[src/imemPkg.sv]
package imemPkg;

    // Memory geometry
    localparam int MEM_DEPTH = 512;     // Instruction words
    localparam int PTR_W = 10;          // Holds 0..512, one more bit than the index
    localparam int DATA_W = 32;         // Instruction and bus word
    localparam int AXI_ADDR_W = 4;      // Debug register window

    // Opcodes seen by the predecoder, bits 31:26
    localparam logic [5:0] OP_BEQ = 6'd4;
    localparam logic [5:0] OP_BNE = 6'd5;
    localparam logic [5:0] OP_J = 6'd2;
    localparam logic [5:0] OP_JAL = 6'd3;

    // Debug register byte offsets
    localparam logic [AXI_ADDR_W-1:0] REG_CTRL = 4'h0;   // W: bit0 start, bit1 clear
    localparam logic [AXI_ADDR_W-1:0] REG_INSTR = 4'h4;  // W: append at pointer
    localparam logic [AXI_ADDR_W-1:0] REG_STATUS = 4'h8; // R: flags and count
    localparam logic [AXI_ADDR_W-1:0] REG_PC = 4'hC;     // R: current PC

    // AXI response codes
    localparam logic [1:0] RESP_OKAY = 2'b00;
    localparam logic [1:0] RESP_SLVERR = 2'b10;

    // Run control states
    typedef enum logic [1:0] {
        StIdle = 2'd0,  // Loading or cleared
        StRun = 2'd1,   // Fetching
        StDone = 2'd2   // End of program reached
    } RunState;

endpackage

[src/runControl.sv]
`timescale 1ns/100ps

module runControl (
    input  logic i_clock,
    input  logic i_rst,
    input  logic i_startStrobe,
    input  logic i_clearStrobe,
    input  logic i_empty,
    input  logic i_endReached,   // PC word index at or past the pointer
    input  logic i_advance,      // A fetch is taken this cycle
    output logic o_fetchEnable,
    output logic o_restart,      // PC back to 0
    output logic o_running,
    output logic o_done
);

    imemPkg::RunState state;
    imemPkg::RunState nextState;
    logic startOk;

    // Start only from idle or done with something loaded
    assign startOk = i_startStrobe && !i_empty && (state != imemPkg::StRun);
    assign o_restart = startOk && !i_clearStrobe;

    always_comb begin
        nextState = state;
        if (i_clearStrobe) begin
            nextState = imemPkg::StIdle; // Clear from anywhere
        end else begin
            case (state)
                imemPkg::StIdle,
                imemPkg::StDone: begin
                    if (startOk) nextState = imemPkg::StRun;
                end
                imemPkg::StRun: begin
                    if (i_endReached) nextState = imemPkg::StDone;
                end
                default: nextState = imemPkg::StIdle;
            endcase
        end
    end

    always_ff @(posedge i_clock) begin
        if (i_rst) begin
            state <= imemPkg::StIdle;
        end else begin
            state <= nextState;
        end
    end

    assign o_running = (state == imemPkg::StRun);
    assign o_done = (state == imemPkg::StDone);
    assign o_fetchEnable = o_running && !i_endReached; // No fetch past the end

    // Top-level advance must follow the enable given here
    aAdvanceRun: assert property (@(posedge i_clock) disable iff (i_rst)
        i_advance |-> (state == imemPkg::StRun) && !i_endReached)
        else $error("Fetch advanced outside run");

endmodule

[config.mk]
export PLATFORM = sky130hd
export DESIGN_NAME = runControl
export DESIGN_NICKNAME = d
export VERILOG_FILES = /design/src/imemPkg.sv /design/src/runControl.sv
export SDC_FILE = /design/constraint.sdc
export NUM_CORES = 1
export LEC_CHECK = 0
export BUFFER_PORTS_ARGS = -buffer_cell sky130_fd_sc_hd__buf_2
export CAP_MARGIN = 20
export CELL_PAD_IN_SITES_DETAIL_PLACEMENT = 0
export CELL_PAD_IN_SITES_GLOBAL_PLACEMENT = 1
export CORE_AREA = 2 2 39 41
export CTS_BUF_LIST = sky130_fd_sc_hd__clkbuf_4 sky130_fd_sc_hd__clkbuf_8 sky130_fd_sc_hd__clkbuf_16
export DETAILED_ROUTE_END_ITERATION = 12
export DIE_AREA = 0 0 41 43
export GPL_ROUTABILITY_DRIVEN = 0
export HOLD_SLACK_MARGIN = 0.02
export PLACE_DENSITY_LB_ADDON = 0.1
export REMOVE_ABC_BUFFERS = 1
export SYNTH_ARGS = -nofsm -noshare
export SYNTH_HDL_FRONTEND = slang
export SYNTH_SLANG_ARGS = --single-unit
[constraint.sdc]
create_clock -name i_clock -period 2.1 [get_ports i_clock]
set_input_delay 0.315 -clock i_clock [delete_from_list [all_inputs] [get_ports i_clock]]
set_output_delay 0.315 -clock i_clock [all_outputs]
set_load 0.03 [all_outputs]
## Word-level counts from Yosys, hierarchy flattened

Index checks and enable logic that the tools add are counted.

| word-level totals | value |
|---|---|
| output and inout bits | 4 |
| flip-flop bits (word level) | 2 |
| logic and storage cells | 20 |

| cells by class | value |
|---|---|
| equality and inequality tests | 5 |
| mux-type cells | 3 |
| reductions and logical operators | 11 |

Operators by type and width:

| cell | number |
|---|---|
| logical AND 1 bit | 4 |
| 2-to-1 mux 2 bit | 2 |
| != test 2 bit, second input constant | 2 |
| one-hot mux 2 bit (2 select lines) | 1 |
| OR reduction 2 bit | 2 |
| logical NOT 1 bit | 3 |
| == test 2 x 1 -> 1 bit, second input constant | 1 |
| == test 2 bit, second input constant | 1 |
| logical NOT 2 bit | 1 |
| != test 2 x 1 -> 1 bit, second input constant | 1 |
| AND reduction 2 bit | 1 |

## Logic depth before layout (Yosys ltp)

Gate-level depths: netlist of run 1.

| depth | value |
|---|---|
| depth after elaboration | 5 |
| depth in mapped cells | 4 |
| gate-level depth less buffers | 4 |

## Worst setup path before layout of run 1

Ideal clock, no wire load.

| path | value |
|---|---|
| kind | register to output |
| start point | register state[1] |
| end point | output port o_restart |
| setup slack | 570 ps |
| cell stages (with the launch flop) | 4 |
| arrival | 1215 ps |
| buffers on the path | 0 |
| required time | 1785 ps |
| cells stage by stage | dfxtp_1 nand2b_2 inv_2 nor3_1 |

| between the ends | value |
|---|---|
| cells in the longest elaborated chain, start to end | 3 |

Ends and longest elaborated chain:

| item | line | source |
|---|---|---|
| start, declared | runControl.sv:17 | `imemPkg::RunState state;` |
| start signal, assigned | runControl.sv:45 | `state <= imemPkg::StIdle;` |
| start signal, assigned | runControl.sv:47 | `state <= nextState;` |
| != test 2 x 1 -> 1 bit | runControl.sv:22 | `assign startOk = i_startStrobe && !i_empty && (state != imemPkg::StRun);` |
| logical AND 1 bit | runControl.sv:22 |  |
| logical AND 1 bit | runControl.sv:23 | `assign o_restart = startOk && !i_clearStrobe;` |
| end, declared | runControl.sv:12 | `output logic o_restart,` |

No other way between the ends.

## Final worst setup path of run 1

Ends and elaborated chain as after synthesis.

==> results of run 1 <==
worst register-to-register path, stage by stage (launching register included):
cell and delay, ns:
sky130_fd_sc_hd__dfxtp_1 0.30, sky130_fd_sc_hd__nand2b_2 0.14, sky130_fd_sc_hd__inv_2 0.05, sky130_fd_sc_hd__a22oi_1 0.21, sky130_fd_sc_hd__nor3_2 0.05
kinds of logic after synthesis:
kind of cell	share of synthesized area, %
and+or+nand+nor	45.5
buffers and inverters	3.41
DFF	36.4
AOI/OAI and AO/OA	14.8
where the power goes:
group          leakage [nW]   total, W  internal [W]  switching [W]
logic                0.0661  0.0000180    0.00000751      0.0000105
registers            0.0162  0.0000397     0.0000391    0.000000622
clock network        0.0138  0.0000849     0.0000630      0.0000219
total                0.0961   0.000143      0.000110      0.0000330
synthesized netlist by cell type (all sizes together):
cell type  instances  area (um2)
dfxtp              2        40.0
nor2b              1        6.26
o22a               1        8.76
a22oi              1        7.51
inv                1        3.75
nor3               3        25.0
nor2               1        3.75
nand2b             2        15.0
stage by stage:
stage	std cells	hold slack [ns]	utilization, %
after global routing	40	0.279	14.3
after global placement	37	0.512	12.7
after floorplan	12	0.384	-
final	40	0.283	14.3
after detailed placement	37	0.516	12.7
after CTS	40	0.272	14.3
layout make-up:
class	count	area (um2)
fillers	165	1190
multi-input cells	9	66.3
repair buffers	9	45.0
flip-flops and latches	2	40.0
clock buffers	3	22.5
well taps	16	20.0
inverters	1	3.75
path summary, 6_finish.rpt:
check	endpoint	startpoint	slack (ns)
max	o_restart	state[1]$_SDFFE_PP0P_	0.71
min	state[1]$_SDFFE_PP0P_	i_rst	0.28
max reg2reg	state[1]$_SDFFE_PP0P_	state[1]$_SDFFE_PP0P_	1.24
min reg2reg	state[0]$_SDFFE_PP0P_	state[0]$_SDFFE_PP0P_	0.59
routing by layer:
layer  part of all wire, %  vias to the layer above  routed length (um)
met4                     0                        0                   0
met5                     0                        -                   0
met3                   6.6                        0                  20
met1                    45                       49                 137
met2                    48                        4                 146
li1                      -                       67                   -
==> out/qor.txt, run 1 <==
SETUP PATH
--------------------------------------------------------------------------------------------------------
CP arrival                                                                                       1.07 ns
Family with the most delay on the worst path                                                  flip-flops
Crit path buffers/inverters                                                                            2
Delay contributed by the slowest stage of the critical path                                      0.30 ns
Worst path required time                                                                         1.78 ns
Critical Path Slowest Stage Cell                                                            sky130_fd_sc_hd__dfxtp_1
Worst path depth                                                                                       4
Ordered cell list for the critical path                                                     nand2b_2, inv_2, nor3_1, buf_2
Type of the worst setup path                                                                register to output port
Type of origin of the critical path                                                             register
Critical path endpoint category                                                              output port
Cells on worst reg2reg path                                                                            4
Maximum net fanout on the critical path                                                                3

FLOORPLAN
--------------------------------------------------------------------------------------------------------
Die Footprint                                                                                   1760 um2
Initial core utilization                                                                           7.96%
Die X-Extent                                                                                       41 um
Vertical die dimension                                                                             43 um
Area of the placeable core                                                                      1380 um2
Core Rows                                                                                             14
Top-level port count                                                                                  11

GRT
--------------------------------------------------------------------------------------------------------
Met2 track demand over resource                                                                    4.69%
Congestion Overflow GR                                                                                 0
GR met1 Demand/Resource                                                                            4.79%
Busiest layer in global routing                                                                     met4
Wire length of the first global-routing pass                                                      483 um
Via count of the first global-routing pass                                                           129
GRT Total Usage                                                                                    4.81%
Initial antenna violation count                                                                        0
Largest net degree at the start of global routing                                                      4
Met3 track demand over resource                                                                    3.14%

LOGIC SYNTHESIS
--------------------------------------------------------------------------------------------------------
Number of storage elements in the synthesis netlist                                                    2
Number of unique standard cell types used by synthesis                                                10
Post-synthesis cell area                                                                         110 um2
Warnings from Yosys                                                                                    0
Instance count of the mapped netlist                                                                  12
Mean instance size in the synthesized netlist                                                   9.18 um2
Part of the Yosys area used for sequential elements                                                36.4%

ROUTE
--------------------------------------------------------------------------------------------------------
DRC violation total after the first TritonRoute iteration                                              1
Via density                                                                                         3.00
Routed via count                                                                                     120
Post-detailed-route count of antenna-violating nets                                                    0
Number of DRC violations after detailed routing                                                        0
Wire length per cell after detailed routing                                                      7.60 um
Total length of routed wires                                                                      304 um
Pre-antenna DRT Iters                                                                                  3

STA
--------------------------------------------------------------------------------------------------------
Layout Skew                                                                                   0.00270 ns
Slew at the pin with the worst max-slew slack                                                   0.200 ns
Share of the cycle needed by the critical path after routing                                       66.0%
Final critical-path required period                                                              1.39 ns
Number of pins exceeding their max-slew limit in the final report                                      0
Final hold violation count                                                                             0
Achievable frequency                                                                             722 MHz
Total negative setup slack                                                                          0 ns
Max-slew headroom                                                                                  86.7%
Final count of negative-setup-slack endpoints                                                          0
Setup repair after global routing missed its margin                                                false
Least setup slack across all paths after layout                                                 0.714 ns

HOLD PATH
--------------------------------------------------------------------------------------------------------
Number of stages on the worst hold path                                                                2
Class of the tightest hold or removal check                                                 primary input to register

CLOCKING
--------------------------------------------------------------------------------------------------------
Total clock buffers created by CTS                                                                     3
Clock tree root driver cell                                                                 sky130_fd_sc_hd__clkbuf_4
Post-CTS clock slew at the launch and capture registers of the worst setup and hold paths        0.03 ns
H-tree lvl count                                                                                       1
# hold bufs at CTS                                                                                     0
Clk buf depth                                                                                          2
TritonCTS clock tree                                                                               built
Insertion delay of the later-clocked pin in the worst-skew pair                                  0.22 ns
Post-CTS repair timing setup buffer count                                                              0
PostCTS Resize Cnt                                                                                     0
Number of sinks handled by clock tree synthesis                                                        2

FINAL LAYOUT
--------------------------------------------------------------------------------------------------------
Share of layout cells above drive strength 1                                                       66.7%
Biggest regs                                                                                state: 2 flops
Summed area of non-filler cells in the final layout                                              198 um2
Number of diodes                                                                                       0
Largest register FFs                                                                                   2
Most common cell after layout, fill and taps aside                                          sky130_fd_sc_hd__buf_2
Final layout net count                                                                                33
Relative area change from synthesis to final layout                                                79.5%
Most used cells in the layout excluding fill and tap cells                                  sky130_fd_sc_hd__buf_2 (9), sky130_fd_sc_hd__clkbuf_4 (3), sky130_fd_sc_hd__nor3_2 (2), sky130_fd_sc_hd__dfxtp_1 (2)
Register with the most flip-flops                                                                  state

PLACE
--------------------------------------------------------------------------------------------------------
Setup Slack @ Placement                                                                         0.872 ns
IO Port Bufs                                                                                           9
Detailed-placement wirelength estimate                                                            257 um
Cell area after placement                                                                        175 um2

POWER
--------------------------------------------------------------------------------------------------------
Cell Pwr Density                                                                              721 nW/um2
Highest ir drop seen on vdd                                                                   0.000141 V
Cell leakage power                                                                             0.0961 nW
Total power                                                                                   0.000143 W

FLOW RUN
--------------------------------------------------------------------------------------------------------
Max capacitance violation total                                                                        0

OUTCOME
--------------------------------------------------------------------------------------------------------
Result of the run                                                                           complete, no violations

No activity file was read; power rests on OpenSTA's default activity.
==> inputs of run 2 (changes only) <==
Clock period 2.1 ns to 1.17 ns, I/O delays scaled along.
==> out/qor.txt, run 2 (synthesis results as in run 1) <==
SETUP PATH
--------------------------------------------------------------------------------------------------------
Critical path endpoint category                                                              output port
Family with the most delay on the worst path                                                  flip-flops
Type of origin of the critical path                                                             register
Delay contributed by the slowest stage of the critical path                                      0.31 ns   about the same
Type of the worst setup path                                                                register to output port
Worst reg2reg endpoint                                                                      state[1]$_SDFFE_PP0P_
Reg2Reg Launch Point                                                                        state[1]$_SDFFE_PP0P_
Worst path required time                                                                         0.99 ns   -0.79 ns
Register-to-Register Setup Slack                                                                 0.32 ns   -0.92 ns
Crit path buffers/inverters                                                                            2   unchanged
CP arrival                                                                                       0.97 ns   -0.10 ns
Cells on worst reg2reg path                                                                            4   unchanged
Critical Path Slowest Stage Cell                                                            sky130_fd_sc_hd__dfxtp_2
Maximum net fanout on the critical path                                                                3   unchanged
Ordered cell list for the critical path                                                     nand2b_4, inv_2, nor3_2, buf_4

ROUTE
--------------------------------------------------------------------------------------------------------
Total length of routed wires                                                                      312 um   +2.6%
Wire length per cell after detailed routing                                                      7.80 um   +2.6%
Pre-antenna DRT Iters                                                                                  3   unchanged
DRC violation total after the first TritonRoute iteration                                              1   unchanged
Routed via count                                                                                     126   +5.0%
Post-detailed-route count of antenna-violating nets                                                    0   unchanged
Via density                                                                                         3.15   +5.0%
Number of DRC violations after detailed routing                                                        0   unchanged

FINAL LAYOUT
--------------------------------------------------------------------------------------------------------
Post-layout utilization of the core                                                                15.6%   +1.3 points
Relative area change from synthesis to final layout                                                95.5%
Most common cell after layout, fill and taps aside                                          sky130_fd_sc_hd__buf_2
Area taken by multi-input logic gates                                                           76.3 um2   +15%
Biggest regs                                                                                state: 2 flops
Largest register FFs                                                                                   2   unchanged
Share of layout cells above drive strength 1                                                       79.2%   +13 points
Number of filler instances in the final layout                                                       165   unchanged
Number of diodes                                                                                       0   unchanged
Final Instance Count excl. Fillers                                                                    40   unchanged
Most used cells in the layout excluding fill and tap cells                                  sky130_fd_sc_hd__buf_2 (7), sky130_fd_sc_hd__clkbuf_4 (4), sky130_fd_sc_hd__nor3_2 (3)
Register with the most flip-flops                                                                  state
Combined flip-flop and latch cell area                                                          42.5 um2   +6.2%
Final layout net count                                                                                33   unchanged

STA
--------------------------------------------------------------------------------------------------------
Max-slew headroom                                                                                  86.7%   about the same
Layout Skew                                                                                   0.00287 ns   +0.000168 ns
Final count of negative-setup-slack endpoints                                                          0   unchanged
Achievable frequency                                                                             876 MHz
Worst-case hold slack                                                                           0.136 ns   -0.147 ns
Total negative setup slack                                                                          0 ns   unchanged
Final hold violation count                                                                             0   unchanged
Share of the cycle needed by the critical path after routing                                       97.6%
Final critical-path required period                                                              1.14 ns
Setup repair after global routing missed its margin                                                 true
Number of pins exceeding their max-slew limit in the final report                                      0   unchanged
Slew at the pin with the worst max-slew slack                                                   0.200 ns   -0.0000446 ns

CLOCKING
--------------------------------------------------------------------------------------------------------
Post-CTS clock slew at the launch and capture registers of the worst setup and hold paths        0.03 ns   about the same
Insertion delay of the later-clocked pin in the worst-skew pair                                  0.22 ns   about the same
Number of sinks handled by clock tree synthesis                                                        2   unchanged
Clock tree root driver cell                                                                 sky130_fd_sc_hd__clkbuf_4
Clk buf depth                                                                                          2   unchanged
Total clock buffers created by CTS                                                                     3   unchanged
H-tree lvl count                                                                                       1   unchanged
TritonCTS clock tree                                                                               built
Post-CTS repair timing setup buffer count                                                              0   unchanged
# hold bufs at CTS                                                                                     0   unchanged

GRT
--------------------------------------------------------------------------------------------------------
Congestion Overflow GR                                                                                 0   unchanged
Wire length of the first global-routing pass                                                      483 um   unchanged
Via count of the first global-routing pass                                                           129   unchanged
GRT Total Usage                                                                                    4.81%   unchanged
Initial antenna violation count                                                                        0   unchanged
Largest net degree at the start of global routing                                                      4   unchanged

HOLD PATH
--------------------------------------------------------------------------------------------------------
Class of the tightest hold or removal check                                                 primary input to register
Hold Path Sink                                                                              state[1]$_SDFFE_PP0P_
Number of stages on the worst hold path                                                                2   unchanged
Hold Path Origin                                                                                   i_rst

FLOW RUN
--------------------------------------------------------------------------------------------------------
Max capacitance violation total                                                                        0   unchanged

POWER
--------------------------------------------------------------------------------------------------------
Cell leakage power                                                                             0.0975 nW   +1.5%
Highest ir drop seen on vdd                                                                   0.000264 V   +88%
Total power                                                                                   0.000260 W   +82%
Cell Pwr Density                                                                             1210 nW/um2   +67%

FLOORPLAN
--------------------------------------------------------------------------------------------------------
Initial core utilization                                                                           7.96%   unchanged
Core Rows                                                                                             14   unchanged
Area of the placeable core                                                                      1380 um2   unchanged
Top-level port count                                                                                  11   unchanged
Die Footprint                                                                                   1760 um2   unchanged
Die X-Extent                                                                                       41 um   unchanged
Vertical die dimension                                                                             43 um   unchanged

PLACE
--------------------------------------------------------------------------------------------------------
IO Port Bufs                                                                                           9   unchanged
Detailed-placement wirelength estimate                                                            257 um   unchanged
Inst Count DP                                                                                         37   unchanged

OUTCOME
--------------------------------------------------------------------------------------------------------
Result of the run                                                                           complete, no violations

-- run 2: timing repair --
action                     in CTS  in global routing
setup endpoints to repair       2                  2
gates resized for setup         4                  2
gates cloned                    0                  0
pin swaps                       1                  0
-- run 2: per-layer routing --
| metal | share of wire, % | wire length (um) | vias to the layer above | GRT usage, % |
|---|---|---|---|---|
| met5 | 0 | 0 | - | 0 |
| met4 | 0 | 0 | 0 | 8.00 |
| met3 | 6.1 | 19 | 0 | 3.14 |
| met2 | 51 | 158 | 4 | 4.69 |
| met1 | 43 | 134 | 56 | 4.79 |
| li1 | - | - | 66 | - |
-- run 2: report_power, final --
| part | leakage [nW] | internal (W) | switching (W) |
|---|---|---|---|
| sequential | 0.0172 | 0.0000704 | 0.00000152 |
| clock | 0.0138 | 0.000113 | 0.0000392 |
| combinational | 0.0665 | 0.0000156 | 0.0000197 |
| total | 0.0975 | 0.000199 | 0.0000604 |
-- run 2: worst register-to-register path: cells and delay by family (launching register included) --
| family | cells | cell delay [ns] |
|---|---|---|
| AOI/OAI and AO/OA | 1 | 0.21 |
| DFF | 1 | 0.31 |
| buffers and inverters | 1 | 0.04 |
| and+or+nand+nor | 2 | 0.17 |
-- run 2: how the worst max path moves through the flow --
stage                                from  cells after the start  slack, ns        end
floorplan           state[1]$_SDFFE_PP0P_                      3      -0.22  o_restart
global placement    state[1]$_SDFFE_PP0P_                      4       0.15  o_restart
detailed placement  state[1]$_SDFFE_PP0P_                      4       0.15  o_restart
CTS                 state[1]$_SDFFE_PP0P_                      4      0.008  o_restart
global route        state[1]$_SDFFE_PP0P_                      4      -0.02  o_restart
finish              state[1]$_SDFFE_PP0P_                      4       0.03  o_restart
-- run 2: cell type report --
type | count | share of cell area, %
Clock buffer | 3 | 10.5
Multi-Input combinational cell | 9 | 35.5
Sequential cell | 2 | 19.8
Tap cell | 16 | 9.30
Timing Repair Buffer | 9 | 23.3
Inverter | 1 | 1.74
-- run 2: stage by stage --
stage          cell area [um2]  setup slack [ns]
2_1_floorplan              110            -0.221
3_3_place_gp               175             0.145
3_5_place_dp               175             0.152
4_1_cts                    211           0.00844
5_1_grt                    215           -0.0229
6_report                   215            0.0279
==> inputs of run 3 (changes only) <==
Settings changed: BUFFER_PORTS_ARGS -buffer_cell sky130_fd_sc_hd__buf_2 to not set, DONT_BUFFER_PORTS set to 1.
==> out/qor.txt, run 3 (synthesis results as in run 1) <==
ROUTE
--------------------------------------------------------------------------------------------------------
Pre-antenna DRT Iters                                                                                  2   -1
Via density                                                                                         3.22   +2.1%
Wire length per cell after detailed routing                                                      8.22 um   +5.3%
Number of DRC violations after detailed routing                                                        0   unchanged
Post-detailed-route count of antenna-violating nets                                                    0   unchanged
DRC violation total after the first TritonRoute iteration                                              3   +2
Routed via count                                                                                     119   -5.6%
Total length of routed wires                                                                      304 um   -2.6%

SETUP PATH
--------------------------------------------------------------------------------------------------------
First element of the critical path                                                          state[1]$_SDFFE_PP0P_
CP arrival                                                                                       1.02 ns   +0.05 ns
Worst reg2reg endpoint                                                                      state[1]$_SDFFE_PP0P_
Type of the worst setup path                                                                register to output port
Maximum net fanout on the critical path                                                                3   unchanged
Cells on worst reg2reg path                                                                            4   unchanged
Crit path to                                                                                   o_restart
Type of origin of the critical path                                                             register
Reg2Reg Launch Point                                                                        state[1]$_SDFFE_PP0P_
Worst path required time                                                                         0.99 ns   about the same
Register-to-Register Setup Slack                                                                 0.32 ns   about the same
Critical path endpoint category                                                              output port

FINAL LAYOUT
--------------------------------------------------------------------------------------------------------
Biggest regs                                                                                state: 2 flops
Share of layout cells above drive strength 1                                                       66.7%   -13 points
Most used cells in the layout excluding fill and tap cells                                  sky130_fd_sc_hd__buf_4 (4), sky130_fd_sc_hd__nor3_2 (3), sky130_fd_sc_hd__clkbuf_4 (3)
Combined flip-flop and latch cell area                                                          42.5 um2   unchanged
Area taken by multi-input logic gates                                                           76.3 um2   unchanged
Most common cell after layout, fill and taps aside                                          sky130_fd_sc_hd__buf_4
Final layout net count                                                                                30   -9.1%
Number of filler instances in the final layout                                                       153   -7.3%
Number of diodes                                                                                       0   unchanged
Summed area of non-filler cells in the final layout                                              218 um2   +1.2%
Relative area change from synthesis to final layout                                                97.7%
Largest register FFs                                                                                   2   unchanged
Register with the most flip-flops                                                                  state

GRT
--------------------------------------------------------------------------------------------------------
Congestion Overflow GR                                                                                 0   unchanged
Wire length of the first global-routing pass                                                      434 um   -10%
GRT Total Usage                                                                                    4.30%   -0.51 points
Initial antenna violation count                                                                        0   unchanged
Largest net degree at the start of global routing                                                      4   unchanged
Via count of the first global-routing pass                                                           110   -15%

FLOORPLAN
--------------------------------------------------------------------------------------------------------
Area of the placeable core                                                                      1380 um2   unchanged
Initial core utilization                                                                           7.96%   unchanged
Die X-Extent                                                                                       41 um   unchanged
Vertical die dimension                                                                             43 um   unchanged
Core Rows                                                                                             14   unchanged
Top-level port count                                                                                  11   unchanged
Die Footprint                                                                                   1760 um2   unchanged

PLACE
--------------------------------------------------------------------------------------------------------
IO Port Bufs                                                                                           0   -9
Cell area after placement                                                                        160 um2   -8.6%
Setup Slack @ Placement                                                                         0.182 ns   +0.0296 ns

STA
--------------------------------------------------------------------------------------------------------
Total negative setup slack                                                                    -0.0212 ns   -0.0212 ns
Final critical-path required period                                                              1.19 ns   +0.0491 ns
Share of the cycle needed by the critical path after routing                                        102%   +4.2 points
Final hold violation count                                                                             0   unchanged
Final count of negative-setup-slack endpoints                                                          1   +1
Max-slew headroom                                                                                  86.9%   +0.18 points
Achievable frequency                                                                             839 MHz   -4.1%
Worst-case hold slack                                                                           0.159 ns   +0.0227 ns
Layout Skew                                                                                   0.00345 ns   +0.000575 ns
Number of pins exceeding their max-slew limit in the final report                                      0   unchanged
Least setup slack across all paths after layout                                               -0.0212 ns   -0.0491 ns
Setup repair after global routing missed its margin                                                 true
Slew at the pin with the worst max-slew slack                                                   0.197 ns   -0.00268 ns

FLOW RUN
--------------------------------------------------------------------------------------------------------
Max capacitance violation total                                                                        0   unchanged

CLOCKING
--------------------------------------------------------------------------------------------------------
Number of sinks handled by clock tree synthesis                                                        2   unchanged
Clk buf depth                                                                                          2   unchanged
Total clock buffers created by CTS                                                                     3   unchanged
Insertion delay of the later-clocked pin in the worst-skew pair                                  0.22 ns   about the same
TritonCTS clock tree                                                                               built
Post-CTS clock slew at the launch and capture registers of the worst setup and hold paths        0.03 ns   about the same
Clock tree root driver cell                                                                 sky130_fd_sc_hd__clkbuf_4
H-tree lvl count                                                                                       1   unchanged

HOLD PATH
--------------------------------------------------------------------------------------------------------
Class of the tightest hold or removal check                                                 primary input to register

POWER
--------------------------------------------------------------------------------------------------------
Total power                                                                                   0.000257 W   -0.96%
Highest ir drop seen on vdd                                                                   0.000359 V   +36%
Cell leakage power                                                                             0.0881 nW   -9.6%
Cell Pwr Density                                                                             1180 nW/um2   -2.1%

OUTCOME
--------------------------------------------------------------------------------------------------------
Result of the run                                                                           finished, violations left
Violated checks                                                                             negative setup slack

run 3: changes by cell type in the layout (fill, tap and decap cells not counted):
| cell | previous run | this run |
|---|---|---|
| sky130_fd_sc_hd__buf_2 | 7 | 0 |
| sky130_fd_sc_hd__buf_4 | 1 | 4 |
| sky130_fd_sc_hd__dlygate4sd3_1 | 0 | 2 |
| sky130_fd_sc_hd__clkbuf_4 | 4 | 3 |
| sky130_fd_sc_hd__inv_2 | 1 | 0 |
| sky130_fd_sc_hd__inv_4 | 0 | 1 |
run 3: per-layer routing:
| layer | up-vias | global-route usage [%] | wire length, um |
|---|---|---|---|
| li1 | 61 | - | - |
| met1 | 54 | 5.10 | 123 |
| met2 | 4 | 3.75 | 144 |
| met3 | 0 | 3.14 | 37 |
| met4 | 0 | 6.00 | 0 |
| met5 | - | 0 | 0 |
run 3: area by class of cell:
class                           instances  share of cell area, %
Multi-Input combinational cell          9                   35.1
Timing Repair Buffer                    6                   23.0
Sequential cell                         2                   19.5
Clock buffer                            3                   10.3
Tap cell                               16                   9.20
Inverter                                1                   2.87
run 3: where the power goes:
part	internal, W	total (W)	switching (W)
logic	0.0000152	0.0000329	0.0000176
registers	0.0000704	0.0000719	0.00000150
clock network	0.000113	0.000152	0.0000391
run 3: worst min path at each step:
stage	start	endpoint	slack [ns]	cells after the start
finish	i_endReached	state[1]$_SDFFE_PP0P_	0.16	2
global route	i_endReached	state[0]$_SDFFE_PP0P_	0.18	2
CTS	i_endReached	state[1]$_SDFFE_PP0P_	0.16	2
detailed placement	i_clearStrobe	state[1]$_SDFFE_PP0P_	0.25	1
global placement	i_clearStrobe	state[0]$_SDFFE_PP0P_	0.25	1
floorplan	i_clearStrobe	state[0]$_SDFFE_PP0P_	0.24	1
run 3: worst max-delay path, cell delays in order (launching register included):
cell                       delay (ns)
sky130_fd_sc_hd__dfxtp_2         0.31
sky130_fd_sc_hd__nand2b_4        0.13
sky130_fd_sc_hd__inv_4           0.04
sky130_fd_sc_hd__nor3_2          0.14
sky130_fd_sc_hd__buf_4           0.18
run 3: through the flow:
step / std cells / utilization (%)
CTS: 37 / 15.5
detailed placement: 32 / 11.6
global placement: 32 / 11.6
finish: 37 / 15.7
global route: 37 / 15.7
floorplan: 12 / -
run 3: timing repair:
action / CTS / global route
buffers inserted: 0 / 0
pin swaps: 0 / 0
setup endpoints to repair: 1 / 2
resized for setup: 3 / 2
hold buffers: 2 / 0
hold endpoints to repair: 2 / 0
